[src/gpio_config.svh]
`ifndef GPIO_CONFIG_SVH
`define GPIO_CONFIG_SVH

//////////////////////////////////////////////////////////////////////
// bus widths
//////////////////////////////////////////////////////////////////////

// byte address, covers both banks plus the unmapped space above
`define TCB_ADR_W 12
// data word
`define TCB_DAT_W 32

//////////////////////////////////////////////////////////////////////
// GPIO banks
//////////////////////////////////////////////////////////////////////

// bank pin counts
`define GPIO0_W 16
`define GPIO1_W 8
// input synchronizer depth, 0 bypasses
`define GPIO_CDC_STAGES 2

`endif

[src/gpio_pkg.sv]
`default_nettype none

`include "gpio_config.svh"

package gpio_pkg;

  //////////////////////////////////////////////////////////////////////
  // width types
  //////////////////////////////////////////////////////////////////////

  // byte address on the bus
  typedef logic [`TCB_ADR_W-1:0] tcb_adr_t;

  // one data word
  typedef logic [`TCB_DAT_W-1:0] tcb_dat_t;

  //////////////////////////////////////////////////////////////////////
  // bus channel structs
  //////////////////////////////////////////////////////////////////////

  // request, sampled in every cycle with vld high
  typedef struct packed {
    // write enable, read otherwise
    logic     wen;
    // byte address
    tcb_adr_t adr;
    // write data
    tcb_dat_t wdt;
  } tcb_req_t;

  // response, presented one cycle after the request
  typedef struct packed {
    // read data
    tcb_dat_t rdt;
    // status, 1 for an unmapped address
    logic     sts;
  } tcb_rsp_t;

endpackage

`default_nettype wire

[src/gpio_sync.sv]
`timescale 1ns/100ps
`default_nettype none

`include "gpio_config.svh"

module gpio_sync #(
  parameter int unsigned GW = 32
) (
  input  logic          tcb,
  input  logic          arst_n,
  input  logic [GW-1:0] async_in,
  output logic [GW-1:0] sync_out
);

  // number of flip-flop stages
  localparam int unsigned STAGES = `GPIO_CDC_STAGES;

  generate
    if (STAGES > 0) begin : gen_sync
      // stage 0 samples the pins, last stage feeds the bank
      logic [STAGES-1:0][GW-1:0] stg;

      always_ff @(posedge tcb or negedge arst_n) begin
        if (!arst_n) begin
          stg <= '0;
        end else begin
          stg[0] <= async_in;
          // shift along the chain
          for (int i = 1; i < STAGES; i++) begin
            stg[i] <= stg[i-1];
          end
        end
      end

      assign sync_out = stg[STAGES-1];
    end else begin : gen_bypass
      // no stages, inputs already in the bus clock domain
      assign sync_out = async_in;
    end
  endgenerate

endmodule

`default_nettype wire

[src/gpio_regs.sv]
`timescale 1ns/100ps
`default_nettype none

`include "gpio_config.svh"

module gpio_regs #(
  parameter int unsigned GW = 32
) (
  input  logic                tcb,
  input  logic                arst_n,
  // bank select from the decoder, already qualified by vld
  input  logic                sel,
  input  gpio_pkg::tcb_req_t  req,
  output gpio_pkg::tcb_dat_t  rdt,
  // pin side
  output logic [GW-1:0]       gpio_o,
  output logic [GW-1:0]       gpio_e,
  // synchronized input value
  input  logic [GW-1:0]       gpio_r
);

  //////////////////////////////////////////////////////////////////////
  // elaboration checks
  //////////////////////////////////////////////////////////////////////

  // bank must fit into one data word
  if (GW > `TCB_DAT_W) begin : gen_chk_width
    $error("gpio_regs: GW %0d exceeds the data width %0d", GW, `TCB_DAT_W);
  end

  //////////////////////////////////////////////////////////////////////
  // register map
  //////////////////////////////////////////////////////////////////////

  // word offsets inside the bank
  localparam logic [3:0] OFS_OUT = 4'h0;
  localparam logic [3:0] OFS_ENA = 4'h4;
  localparam logic [3:0] OFS_INP = 4'h8;

  // low address bits pick the word
  logic [3:0] ofs;

  assign ofs = req.adr[3:0];

  //////////////////////////////////////////////////////////////////////
  // write access
  //////////////////////////////////////////////////////////////////////

  // output and enable registers, pins undriven after reset
  always_ff @(posedge tcb or negedge arst_n) begin
    if (!arst_n) begin
      gpio_o <= '0;
      gpio_e <= '0;
    end else if (sel && req.wen) begin
      case (ofs)
        // write data cut down to the bank width
        OFS_OUT: gpio_o <= req.wdt[GW-1:0];
        OFS_ENA: gpio_e <= req.wdt[GW-1:0];
        // input word is read only, other offsets ignored
        default: ;
      endcase
    end
  end

  //////////////////////////////////////////////////////////////////////
  // read access
  //////////////////////////////////////////////////////////////////////

  // combinational read, upper bits stay zero
  always_comb begin
    rdt = '0;
    case (ofs)
      OFS_OUT: rdt[GW-1:0] = gpio_o;
      OFS_ENA: rdt[GW-1:0] = gpio_e;
      OFS_INP: rdt[GW-1:0] = gpio_r;
      // undefined offsets read as zero
      default: ;
    endcase
  end

endmodule

`default_nettype wire

[src/tcb_decoder.sv]
`timescale 1ns/100ps
`default_nettype none

`include "gpio_config.svh"

module tcb_decoder (
  input  logic               vld,
  input  gpio_pkg::tcb_req_t req,
  // bank selects
  output logic               sel0,
  output logic               sel1,
  // bank read words
  input  gpio_pkg::tcb_dat_t rdt0,
  input  gpio_pkg::tcb_dat_t rdt1,
  // response before the output register
  output gpio_pkg::tcb_rsp_t rsp
);

  import gpio_pkg::*;

  //////////////////////////////////////////////////////////////////////
  // address decode
  //////////////////////////////////////////////////////////////////////

  // address above both banks
  logic     oor;
  // bank index
  logic     bank;
  // read word of the addressed bank
  tcb_dat_t bank_rdt;

  // bits 11 to 5 must be zero
  assign oor  = |req.adr[`TCB_ADR_W-1:5];
  assign bank = req.adr[4];

  // one select at most, none for unmapped access
  assign sel0 = vld && !oor && !bank;
  assign sel1 = vld && !oor && bank;

  //////////////////////////////////////////////////////////////////////
  // response mux
  //////////////////////////////////////////////////////////////////////

  assign bank_rdt = bank ? rdt1 : rdt0;

  // unmapped reads return zero with error status
  assign rsp.rdt = oor ? '0 : bank_rdt;
  assign rsp.sts = oor;

endmodule

`default_nettype wire

[src/tcb_rsp_reg.sv]
`timescale 1ns/100ps
`default_nettype none

module tcb_rsp_reg (
  input  logic               tcb,
  input  logic               arst_n,
  // request valid, marks a transfer cycle
  input  logic               vld,
  // response from the decoder
  input  gpio_pkg::tcb_rsp_t rsp_d,
  // response one cycle later
  output logic               rsp_vld,
  output gpio_pkg::tcb_rsp_t rsp
);

  //////////////////////////////////////////////////////////////////////
  // response valid
  //////////////////////////////////////////////////////////////////////

  // follows vld every cycle, fixed delay of one
  always_ff @(posedge tcb or negedge arst_n) begin
    if (!arst_n) begin
      rsp_vld <= 1'b0;
    end else begin
      rsp_vld <= vld;
    end
  end

  //////////////////////////////////////////////////////////////////////
  // response payload
  //////////////////////////////////////////////////////////////////////

  // loaded on transfer cycles only
  // idle cycles keep the last response on the bus
  always_ff @(posedge tcb or negedge arst_n) begin
    if (!arst_n) begin
      rsp <= '0;
    end else if (vld) begin
      rsp <= rsp_d;
    end
  end

endmodule

`default_nettype wire

[src/gpio_subsys.sv]
`timescale 1ns/100ps
`default_nettype none

`include "gpio_config.svh"

module gpio_subsys (
  input  logic                  tcb,
  input  logic                  arst_n,
  // bus request
  input  logic                  vld,
  input  gpio_pkg::tcb_req_t    req,
  // bus response
  output logic                  rsp_vld,
  output gpio_pkg::tcb_rsp_t    rsp,
  // bank 0 pins
  output logic [`GPIO0_W-1:0]   gpio0_o,
  output logic [`GPIO0_W-1:0]   gpio0_e,
  input  logic [`GPIO0_W-1:0]   gpio0_i,
  // bank 1 pins
  output logic [`GPIO1_W-1:0]   gpio1_o,
  output logic [`GPIO1_W-1:0]   gpio1_e,
  input  logic [`GPIO1_W-1:0]   gpio1_i
);

  import gpio_pkg::*;

  // decoder to banks
  logic     sel0;
  logic     sel1;
  tcb_dat_t rdt0;
  tcb_dat_t rdt1;
  // unregistered response
  tcb_rsp_t rsp_d;
  // synchronized pin inputs
  logic [`GPIO0_W-1:0] gpio0_r;
  logic [`GPIO1_W-1:0] gpio1_r;

  //////////////////////////////////////////////////////////////////////
  // bus decode and response
  //////////////////////////////////////////////////////////////////////

  tcb_decoder tcb_decoder_inst (
    .vld  (vld),
    .req  (req),
    .sel0 (sel0),
    .sel1 (sel1),
    .rdt0 (rdt0),
    .rdt1 (rdt1),
    .rsp  (rsp_d)
  );

  tcb_rsp_reg tcb_rsp_reg_inst (
    .tcb     (tcb),
    .arst_n  (arst_n),
    .vld     (vld),
    .rsp_d   (rsp_d),
    .rsp_vld (rsp_vld),
    .rsp     (rsp)
  );

  //////////////////////////////////////////////////////////////////////
  // bank 0
  //////////////////////////////////////////////////////////////////////

  gpio_sync #(.GW(`GPIO0_W)) gpio0_sync_inst (
    .tcb      (tcb),
    .arst_n   (arst_n),
    .async_in (gpio0_i),
    .sync_out (gpio0_r)
  );

  gpio_regs #(.GW(`GPIO0_W)) gpio0_regs_inst (
    .tcb    (tcb),
    .arst_n (arst_n),
    .sel    (sel0),
    .req    (req),
    .rdt    (rdt0),
    .gpio_o (gpio0_o),
    .gpio_e (gpio0_e),
    .gpio_r (gpio0_r)
  );

  //////////////////////////////////////////////////////////////////////
  // bank 1
  //////////////////////////////////////////////////////////////////////

  gpio_sync #(.GW(`GPIO1_W)) gpio1_sync_inst (
    .tcb      (tcb),
    .arst_n   (arst_n),
    .async_in (gpio1_i),
    .sync_out (gpio1_r)
  );

  gpio_regs #(.GW(`GPIO1_W)) gpio1_regs_inst (
    .tcb    (tcb),
    .arst_n (arst_n),
    .sel    (sel1),
    .req    (req),
    .rdt    (rdt1),
    .gpio_o (gpio1_o),
    .gpio_e (gpio1_e),
    .gpio_r (gpio1_r)
  );

endmodule

`default_nettype wire

[config.mk]
export PLATFORM = sky130hd
export DESIGN_NAME = gpio_subsys
export DESIGN_NICKNAME = d
export VERILOG_FILES = /design/src/gpio_pkg.sv /design/src/gpio_sync.sv /design/src/gpio_regs.sv /design/src/tcb_decoder.sv /design/src/tcb_rsp_reg.sv /design/src/gpio_subsys.sv
export VERILOG_INCLUDE_DIRS = /design/src
export SDC_FILE = /design/constraint.sdc
export NUM_CORES = 1
export LEC_CHECK = 0
export ABC_AREA = 1
export BUFFER_PORTS_ARGS = -buffer_cell sky130_fd_sc_hd__buf_2
export CAP_MARGIN = 20
export CORE_UTILIZATION = 45
export CTS_BUF_LIST = sky130_fd_sc_hd__clkbuf_8
export DETAILED_ROUTE_END_ITERATION = 10
export HOLD_SLACK_MARGIN = 0.1
export PLACE_DENSITY = 0.72
export SLEW_MARGIN = 10
export SYNTH_ARGS = -nofsm -noshare
export SYNTH_HDL_FRONTEND = slang
export SYNTH_SLANG_ARGS = --single-unit
[constraint.sdc]
create_clock -name tcb -period 0.92 [get_ports tcb]
set_input_delay 0.184 -clock tcb [delete_from_list [all_inputs] [get_ports tcb]]
set_output_delay 0.184 -clock tcb [all_outputs]
set_load 0.005 [all_outputs]
Word-level counts from Yosys, hierarchy flattened
Cells that the tools add are included.
{ "word_totals": {"elab_cells": 30, "output_inout_bits": 82, "input_bits": 72, "reg_bits": 130} }
{ "classes": {"eq_ne": 2, "reduce_logical": 13, "n_mux": 4} }
{ "op_table": {"columns": ["cell", "count"], "rows": [
  ["$pmux W16 S3", 1],
  ["$mux W32", 1],
  ["$pmux W8 S3", 1],
  ["$mux W16", 1],
  ["$reduce_and A2 Y1", 4],
  ["$reduce_or A7 Y1", 1],
  ["$logic_and A1 B1 Y1", 5],
  ["$eq A4 B3 Y1 const B", 1],
  ["$eq A4 B4 Y1 const B", 1],
  ["$logic_not A4 Y1", 1],
  ["$logic_not A1 Y1", 2]
]} }

Longest topological paths before layout
Gate-level depths: netlist (run 1).
{ "depth": {"depth_word": 6, "ltp_mapped": 9, "ltp_nobuf": 8} }

Cells and area by module
From an unflattened synthesis (run 1), not the netlist that was laid out.
{ "unflattened": {"hier_cells": 713, "area_unflattened_um2": 6304.8} }
{ "by_module_without_submodules": {"columns": ["mod", "cells_each", "seq_area_each_um2", "area_per_inst_um2", "instances"], "rows": [
  ["gpio_regs (gpio0_regs_inst)", 239, 800.8, 1850.5, 1],
  ["tcb_rsp_reg", 141, 850.8, 1330.0, 1],
  ["gpio_regs (gpio1_regs_inst)", 138, 400.4, 1078.5, 1],
  ["gpio_sync (gpio0_sync_inst)", 48, 800.8, 920.9, 1],
  ["tcb_decoder", 123, 0.0, 664.4, 1],
  ["gpio_sync (gpio1_sync_inst)", 24, 400.4, 460.4, 1]
]} }

Least setup slack after synthesis (run 1)
Ideal clock, no wire load.
{ "synth_path": {"path_kind": "input-to-reg", "startpoint": "input req[37] (netlist name)", "endpoint": "register gpio0_regs_inst.gpio_o[10]", "setup_ns": 0.117, "path_buffers": 1, "slack_ns": -0.245, "t_arrival_ns": 1.048, "required_time_ns": 0.803, "cell_stages": 9, "path_cell_list": "inv_1 > nand2_1 > nor2_2 > nand2_4 > nor2_8 > nand3_4 > buf_6 > nand2_1 > nand2_1"} }
{ "synth_via": {"elab_chain_len": 6} }
{ "synth_lines": {"columns": ["element", "line_no", "text"], "rows": [
  ["start, declared", "gpio_subsys.sv:11", "input gpio_pkg::tcb_req_t req,"],
  ["$reduce_or A7 Y1", "tcb_decoder.sv:33", "assign oor = |req.adr[`TCB_ADR_W-1:5];"],
  ["$logic_not A1 Y1", "tcb_decoder.sv:37", "assign sel0 = vld && !oor && !bank;"],
  ["$logic_and A1 B1 Y1 (2 in a row)", "tcb_decoder.sv:37", null],
  ["$logic_and A1 B1 Y1", "gpio_regs.sv:54", "end else if (sel && req.wen) begin"],
  ["$reduce_and A2 Y1 (no line)", null, null],
  ["end signal, assigned", "gpio_regs.sv:57", "OFS_OUT: gpio_o <= req.wdt[GW-1:0];"],
  ["end, declared", "gpio_regs.sv:16", "output logic [GW-1:0] gpio_o,"]
]} }
Every way passes these cells.
A chain may end at the register's enable or synchronous reset.

Final worst setup path (run 1)
{ "layout_path": {"startpoint": "register gpio0_regs_inst.gpio_o[14]", "endpoint": "output gpio0_o[14]"} }
{ "layout_lines": {"columns": ["element", "line_no", "text"], "rows": [
  ["end, declared", "gpio_subsys.sv:16", "output logic [`GPIO0_W-1:0] gpio0_o,"]
]} }
No word-level cell between the ends.

==> impl_metrics.env, run 1 <==
export IMPL_grt_pass1_wl_um=23100
export IMPL_dpl_worst_slack_ns=-0.495
export IMPL_grt_start_max_net_pins=32
export IMPL_setup_viol=96
export IMPL_drc=0
export IMPL_clock_path_buffers=2
export IMPL_synth_seq_cells=114
export IMPL_crit_path_cell_trace="buf_2"
export IMPL_path_clk_slew_ns=0.07
export IMPL_antenna_found_initial=0
export IMPL_cp_top_family="flip-flops"
export IMPL_ys_seq_area_share_pct=60.5
export IMPL_violations="setup timing"
export IMPL_placeableCoreArea_um2=9950
export IMPL_vias=4845
export IMPL_syn_avg_cell_area_um2=9.56
export IMPL_r2r_start="gpio0_regs_inst.gpio_o[14]"
export IMPL_die_h_um=104
export IMPL_drtPass1Iterations=6
export IMPL_cp_slowest_cell="dfrtp_1"
export IMPL_crit_path_end_kind="output port"
export IMPL_slowest_delay_ns=0.43
export IMPL_ant_nets=0
export IMPL_final_common_cell="nand2_1"
export IMPL_leakage_nw=4.27
export IMPL_dieArea_um2=10900
export IMPL_clk_latency_ns=0.43
export IMPL_syn_area_um2=4710
export IMPL_critPathKind="flip-flop to output port"
export IMPL_p_int_mw=8.38
export IMPL_cp_num_buf_inv=1
export IMPL_start_util_pct=47.4
export IMPL_core_rowCount=36
export IMPL_relSlewSlack_pct=65.3
export IMPL_finalMaxSlewViolations=0
export IMPL_r2r_end="tcb_rsp_reg_inst.rsp[15]"
export IMPL_cts_sinks=114
export IMPL_grt_setup_unrepaired="true"
export IMPL_wl_um=16300
export IMPL_drive_gt1_share_pct=47.7
export IMPL_antenna_cells=0
export IMPL_finalHoldViolations=0
export IMPL_switching_share_pct=23.5
export IMPL_root_buffer="clkbuf_8"
export IMPL_synth_cell_type_count=23
export IMPL_post_route_period_util_pct=130
export IMPL_cts_tree="built"
export IMPL_port_buffers=121
export IMPL_status="complete, but fails checks"
export IMPL_max_freq_mhz=838
export IMPL_overflow=0
export IMPL_clock_skew_ns=0.00810
export IMPL_cts_inserted_buffers=17
export IMPL_ioPinCount=154
export IMPL_htree_levels=4
export IMPL_netlist_instances=493
export IMPL_worst_pin_slew_ns=0.520
export IMPL_syn2layout_area_growth_pct=62.0
export IMPL_peakVddDrop_mv=1.14
export IMPL_ys_warn_count=0
export IMPL_grt_total_usage_pct=27.7
export IMPL_regToRegSetupSlack_ns=-0.12
export IMPL_totalPowerFinal_mw=11.0
export IMPL_path_max_fanout=2
export IMPL_power_share_clock_pct=44.8
export IMPL_arrival_ns=1.01
export IMPL_maxCapViolCount=0
export IMPL_dpl_hpwl_um=8840
export IMPL_grt_pass1_vias=4745
export IMPL_final_cell_mix="146 x nand2_1, 114 x dfrtp_1, 114 x buf_2"
export IMPL_die_w_um=104
export IMPL_cp_start_kind="flip-flop"
export IMPL_power_switching_mw=2.57
export IMPL_drt_iter0_drc=388
export IMPL_powerDensity_nw_per_um2=1430
export IMPL_power_frac_seq_pct=47.2
export IMPL_nNetsFinal=827
export IMPL_finalWeightedCongestion=0.833
export IMPL_post_route_util_pct=76.7
export IMPL_cp_required_ns=0.74
export IMPL_wl_per_cell_um=18.1
export IMPL_fin_crit_ns=1.19
export IMPL_rr_worst_depth=6
export IMPL_vias_per_cell=5.38
export IMPL_setup_slack_ns=-0.273
export IMPL_hold_path_class="input pin to async pin"
export IMPL_comb_power_share_pct=8.1
==> metal layers <==
metal	vias to the layer above	track usage, %	share of wire, %	wire, um
met5	-	0	0	0
met3	74	8.08	7.9	1290
li1	2118	-	-	-
met2	322	45.1	50	8240
met4	0	12.8	4.0	653
met1	2331	34.0	38	6140
==> worst max path at each step <==
stage / cells after the start / slack (ns) / from / end
after floorplan: 9 / -0.20 / req[42] / gpio0_regs_inst.gpio_o[10]
after global placement: 9 / -0.44 / req[42] / gpio0_regs_inst.gpio_o[15]
after detailed placement: 9 / -0.49 / req[42] / gpio0_regs_inst.gpio_o[3]
after CTS: 1 / -0.26 / gpio0_regs_inst.gpio_e[0] / gpio0_e[0]
after global routing: 1 / -0.32 / gpio0_regs_inst.gpio_o[7] / gpio0_o[7]
final: 1 / -0.27 / gpio0_regs_inst.gpio_o[14] / gpio0_o[14]
==> cell families (layout without fill, tap and decap cells) <==
family                 Yosys count  in the layout  synth area share (%)
AO/OA/AOI/OAI                    2              2                 0.265
buffers and inverters           55            312                  7.09
flip-flops                     114            114                  60.5
other                            1             16                0.0795
AND/OR/NAND/NOR                321            323                  32.1
==> power groups by stage <==
stage	combinational (mW)	clock (mW)	sequential, mW
2_1_floorplan	0.273	0	5.24
6_report	0.884	4.90	5.17
5_1_grt	0.947	5.19	5.17
3_3_place_gp	0.654	0	5.25
4_1_cts	0.829	4.92	5.16
3_5_place_dp	0.674	0	5.26
==> stage by stage <==
stage | instance area, um2 | hold slack (ns) | setup TNS [ns] | std cells
after detailed placement | 5820 | 0.0773 | -26.34 | 759
after floorplan | 4900 | -0.112 | -7.42 | 508
final | 7640 | 0.159 | -16.01 | 900
after CTS | 7090 | 0.159 | -15.05 | 885
after global routing | 7640 | 0.153 | -20.10 | 900
after global placement | 5820 | 0.0750 | -23.59 | 759
==> flip-flops by register name, indices dropped and copies added, names as in the netlist <==
| signal | count |
|---|---|
| gpio1_sync_inst.gen_sync.stg | 8 |
| gpio0_regs_inst.gpio_e | 16 |
| gpio1_regs_inst.gpio_e | 8 |
| tcb_rsp_reg_inst.rsp_vld | 1 |
| tcb_rsp_reg_inst.rsp | 17 |
| gpio1_sync_inst.sync_out | 8 |
| gpio1_regs_inst.gpio_o | 8 |
| gpio0_sync_inst.gen_sync.stg | 16 |
| gpio0_sync_inst.sync_out | 16 |
| gpio0_regs_inst.gpio_o | 16 |
==> timing repair <==
action,in CTS,in global routing
endpoints found under the hold margin,188,0
pin swaps,6,48
hold buffers,42,0
gates resized for setup,8,121
endpoints found under the setup margin,87,117
cloned,2,0
buffers inserted,51,27
==> cell usage after synthesis, drive strengths merged <==
cell type,instances,area [um2]
nand2,208,791
nand3,54,305
nor2,10,105
o21ai,1,5.00
o21a,1,7.51
nand4,48,300
clkbuf,5,18.8
buf,37,267
inv,13,48.8
conb,1,3.75
nor3,1,10.0
dfrtp,114,2850
==> final cells by class <==
class,instances,area (um2)
Inverter,13,83.8
Clock inverter,11,138
Multi-Input combinational cell,341,1950
Fill cell,594,2320
Clock buffer,20,275
Sequential cell,114,2850
Tap cell,133,166
Timing Repair Buffer,268,2170
Power figures use the tool's default switching activity.
==> inputs of run 2 (changes only) <==
Settings changed: CORE_UTILIZATION 45 to 52, PLACE_DENSITY 0.72 to 0.82.
==> run 2 against run 1 <==
The flow still finishes with violations (setup timing). Highest routed layer unchanged. Die area down 13%. Worst hold slack worse by 0.034 ns. Fmax down 4.0%. Total power up 14%.
==> impl_metrics.env, run 2 (synthesized netlist as in run 1, its figures left out) <==
export IMPL_maxCapViolCount=0
export IMPL_clock_skew_ns=0.0162
export IMPL_dp_cells=733
export IMPL_dpl_hpwl_um=8480
export IMPL_leakage_nw=4.54
export IMPL_clk_latency_ns=0.46
export IMPL_peakVddDrop_mv=1.67
export IMPL_path_clk_slew_ns=0.08
export IMPL_final_common_cell="buf_2"
export IMPL_syn2layout_area_growth_pct=70.1
export IMPL_placed_area_um2=5770
export IMPL_vias_per_cell=6.40
export IMPL_slowest_delay_ns=0.45
export IMPL_hold_path_class="input pin to flip-flop"
export IMPL_whs_endpoint="tcb_rsp_reg_inst.rsp[0]"
export IMPL_instances_no_fill=886
export IMPL_rr_worst_depth=6
export IMPL_violations="setup timing"
export IMPL_overflow=0
export IMPL_cts_sinks=114
export IMPL_post_route_util_pct=91.5
export IMPL_cp_start_kind="flip-flop"
export IMPL_die_h_um=97.2
export IMPL_setup_slack_ns=-0.323
export IMPL_htree_levels=4
export IMPL_nNetsFinal=837
export IMPL_cts_tree="built"
export IMPL_cp_required_ns=0.74
export IMPL_drt_iter0_drc=882
export IMPL_dieArea_um2=9450
export IMPL_design_area_um2=8020
export IMPL_ant_nets=0
export IMPL_post_route_period_util_pct=135
export IMPL_regToRegSetupSlack_ns=-0.22
export IMPL_largest_register_ffs=17
export IMPL_holdCritStartpoint="vld"
export IMPL_grt_start_max_net_pins=38
export IMPL_fin_tns_setup_ns=-22.42
export IMPL_status="complete, but fails checks"
export IMPL_vias=5667
export IMPL_grt_pass1_wl_um=28200
export IMPL_cp_top_family="flip-flops"
export IMPL_cp_num_buf_inv=1
export IMPL_cp_slowest_cell="dfrtp_1"
export IMPL_arrival_ns=1.06
export IMPL_wl_per_cell_um=24.7
export IMPL_antenna_cells=0
export IMPL_final_cell_mix="116 x buf_2, 114 x dfrtp_1, 95 x nand2_1"
export IMPL_drtPass1Iterations=6
export IMPL_ioPinCount=154
export IMPL_totalPowerFinal_mw=12.5
export IMPL_core_rowCount=34
export IMPL_finalWeightedCongestion=0.863
export IMPL_port_buffers=121
export IMPL_r2r_start="gpio0_regs_inst.gpio_e[7]"
export IMPL_fin_crit_ns=1.24
export IMPL_grt_total_usage_pct=39.4
export IMPL_clock_path_buffers=2
export IMPL_finalHoldViolations=0
export IMPL_finalMaxSlewViolations=0
export IMPL_crit_path_end_kind="output port"
export IMPL_r2r_end="tcb_rsp_reg_inst.rsp[8]"
export IMPL_crit_path_cell_trace="buf_2"
export IMPL_wl_um=21900
export IMPL_dpl_worst_slack_ns=-0.522
export IMPL_max_freq_mhz=805
export IMPL_regMostFlops="tcb_rsp_reg_inst.rsp"
export IMPL_grt_pass1_vias=5332
export IMPL_critPathKind="flip-flop to output port"
export IMPL_grt_setup_unrepaired="true"
export IMPL_placeableCoreArea_um2=8760
export IMPL_holdWs_ns=0.126
export IMPL_powerDensity_nw_per_um2=1560
export IMPL_drc=0
export IMPL_drive_gt1_share_pct=55.5
export IMPL_root_buffer="clkbuf_8"
export IMPL_path_max_fanout=2
export IMPL_cts_inserted_buffers=17
export IMPL_antenna_found_initial=0
export IMPL_setup_viol=128
export IMPL_hold_depth=3
export IMPL_die_w_um=97.2
export IMPL_start_util_pct=53.8
-- run 2: changes by cell type in the layout (fill, tap and decap cells not counted), moves of 2 or more --
cell	previous run	this run
buf_2	114	116
nand2_4	10	20
inv_1	5	3
nand2_1	146	95
nand3_1	28	26
buf_4	58	63
nand2_2	52	93
bufinv_16	3	7
clkinv_4	1	3
clkinvlp_4	4	1
-- run 2: worst max-delay path by stage --
stage | cells past startpoint | to | slack [ns] | startpoint
2_1_floorplan | 9 | gpio0_regs_inst.gpio_o[10] | -0.20 | req[42]
6_report | 1 | gpio0_e[8] | -0.32 | gpio0_regs_inst.gpio_e[8]
3_3_place_gp | 9 | gpio0_regs_inst.gpio_o[15] | -0.46 | req[42]
3_5_place_dp | 9 | gpio0_regs_inst.gpio_o[12] | -0.52 | req[42]
5_1_grt | 1 | gpio0_e[8] | -0.33 | gpio0_regs_inst.gpio_e[8]
4_1_cts | 1 | gpio0_e[7] | -0.25 | gpio0_regs_inst.gpio_e[7]
-- run 2: layout make-up --
type                            instances  area, um2
Clock buffer                           20        275
Clock inverter                         12        249
Fill cell                             286        746
Inverter                               13       83.8
Multi-Input combinational cell        341       2150
Sequential cell                       114       2850
Tap cell                              108        135
Timing Repair Buffer                  278       2270
-- run 2: metal layers --
layer | up-vias | global-route usage, % | wire [um]
li1 | 2138 | - | -
met5 | - | 0 | 0
met2 | 650 | 60.9 | 9840
met1 | 2663 | 46.8 | 7180
met4 | 0 | 28.7 | 1960
met3 | 216 | 11.8 | 2900
-- run 2: tightest hold or removal path, stage by stage --
cell,delay [ns]
buf_2,0.10
buf_4,0.12
o21a_1,0.12
-- run 2: repair_timing --
item                                    CTS  global route
gates resized for setup                  22           180
pin swaps                                20            60
cloned                                    4             0
endpoints found under the setup margin  107           123
setup buffers                            57            44
hold endpoints to repair                185             0
hold buffers                             42             0
-- run 2: where the power goes --
part / total, mW / internal [mW] / switching, mW
Sequential: 5.17 / 5.12 / 0.0493
Combinational: 0.949 / 0.409 / 0.540
Clock: 6.41 / 4.01 / 2.40
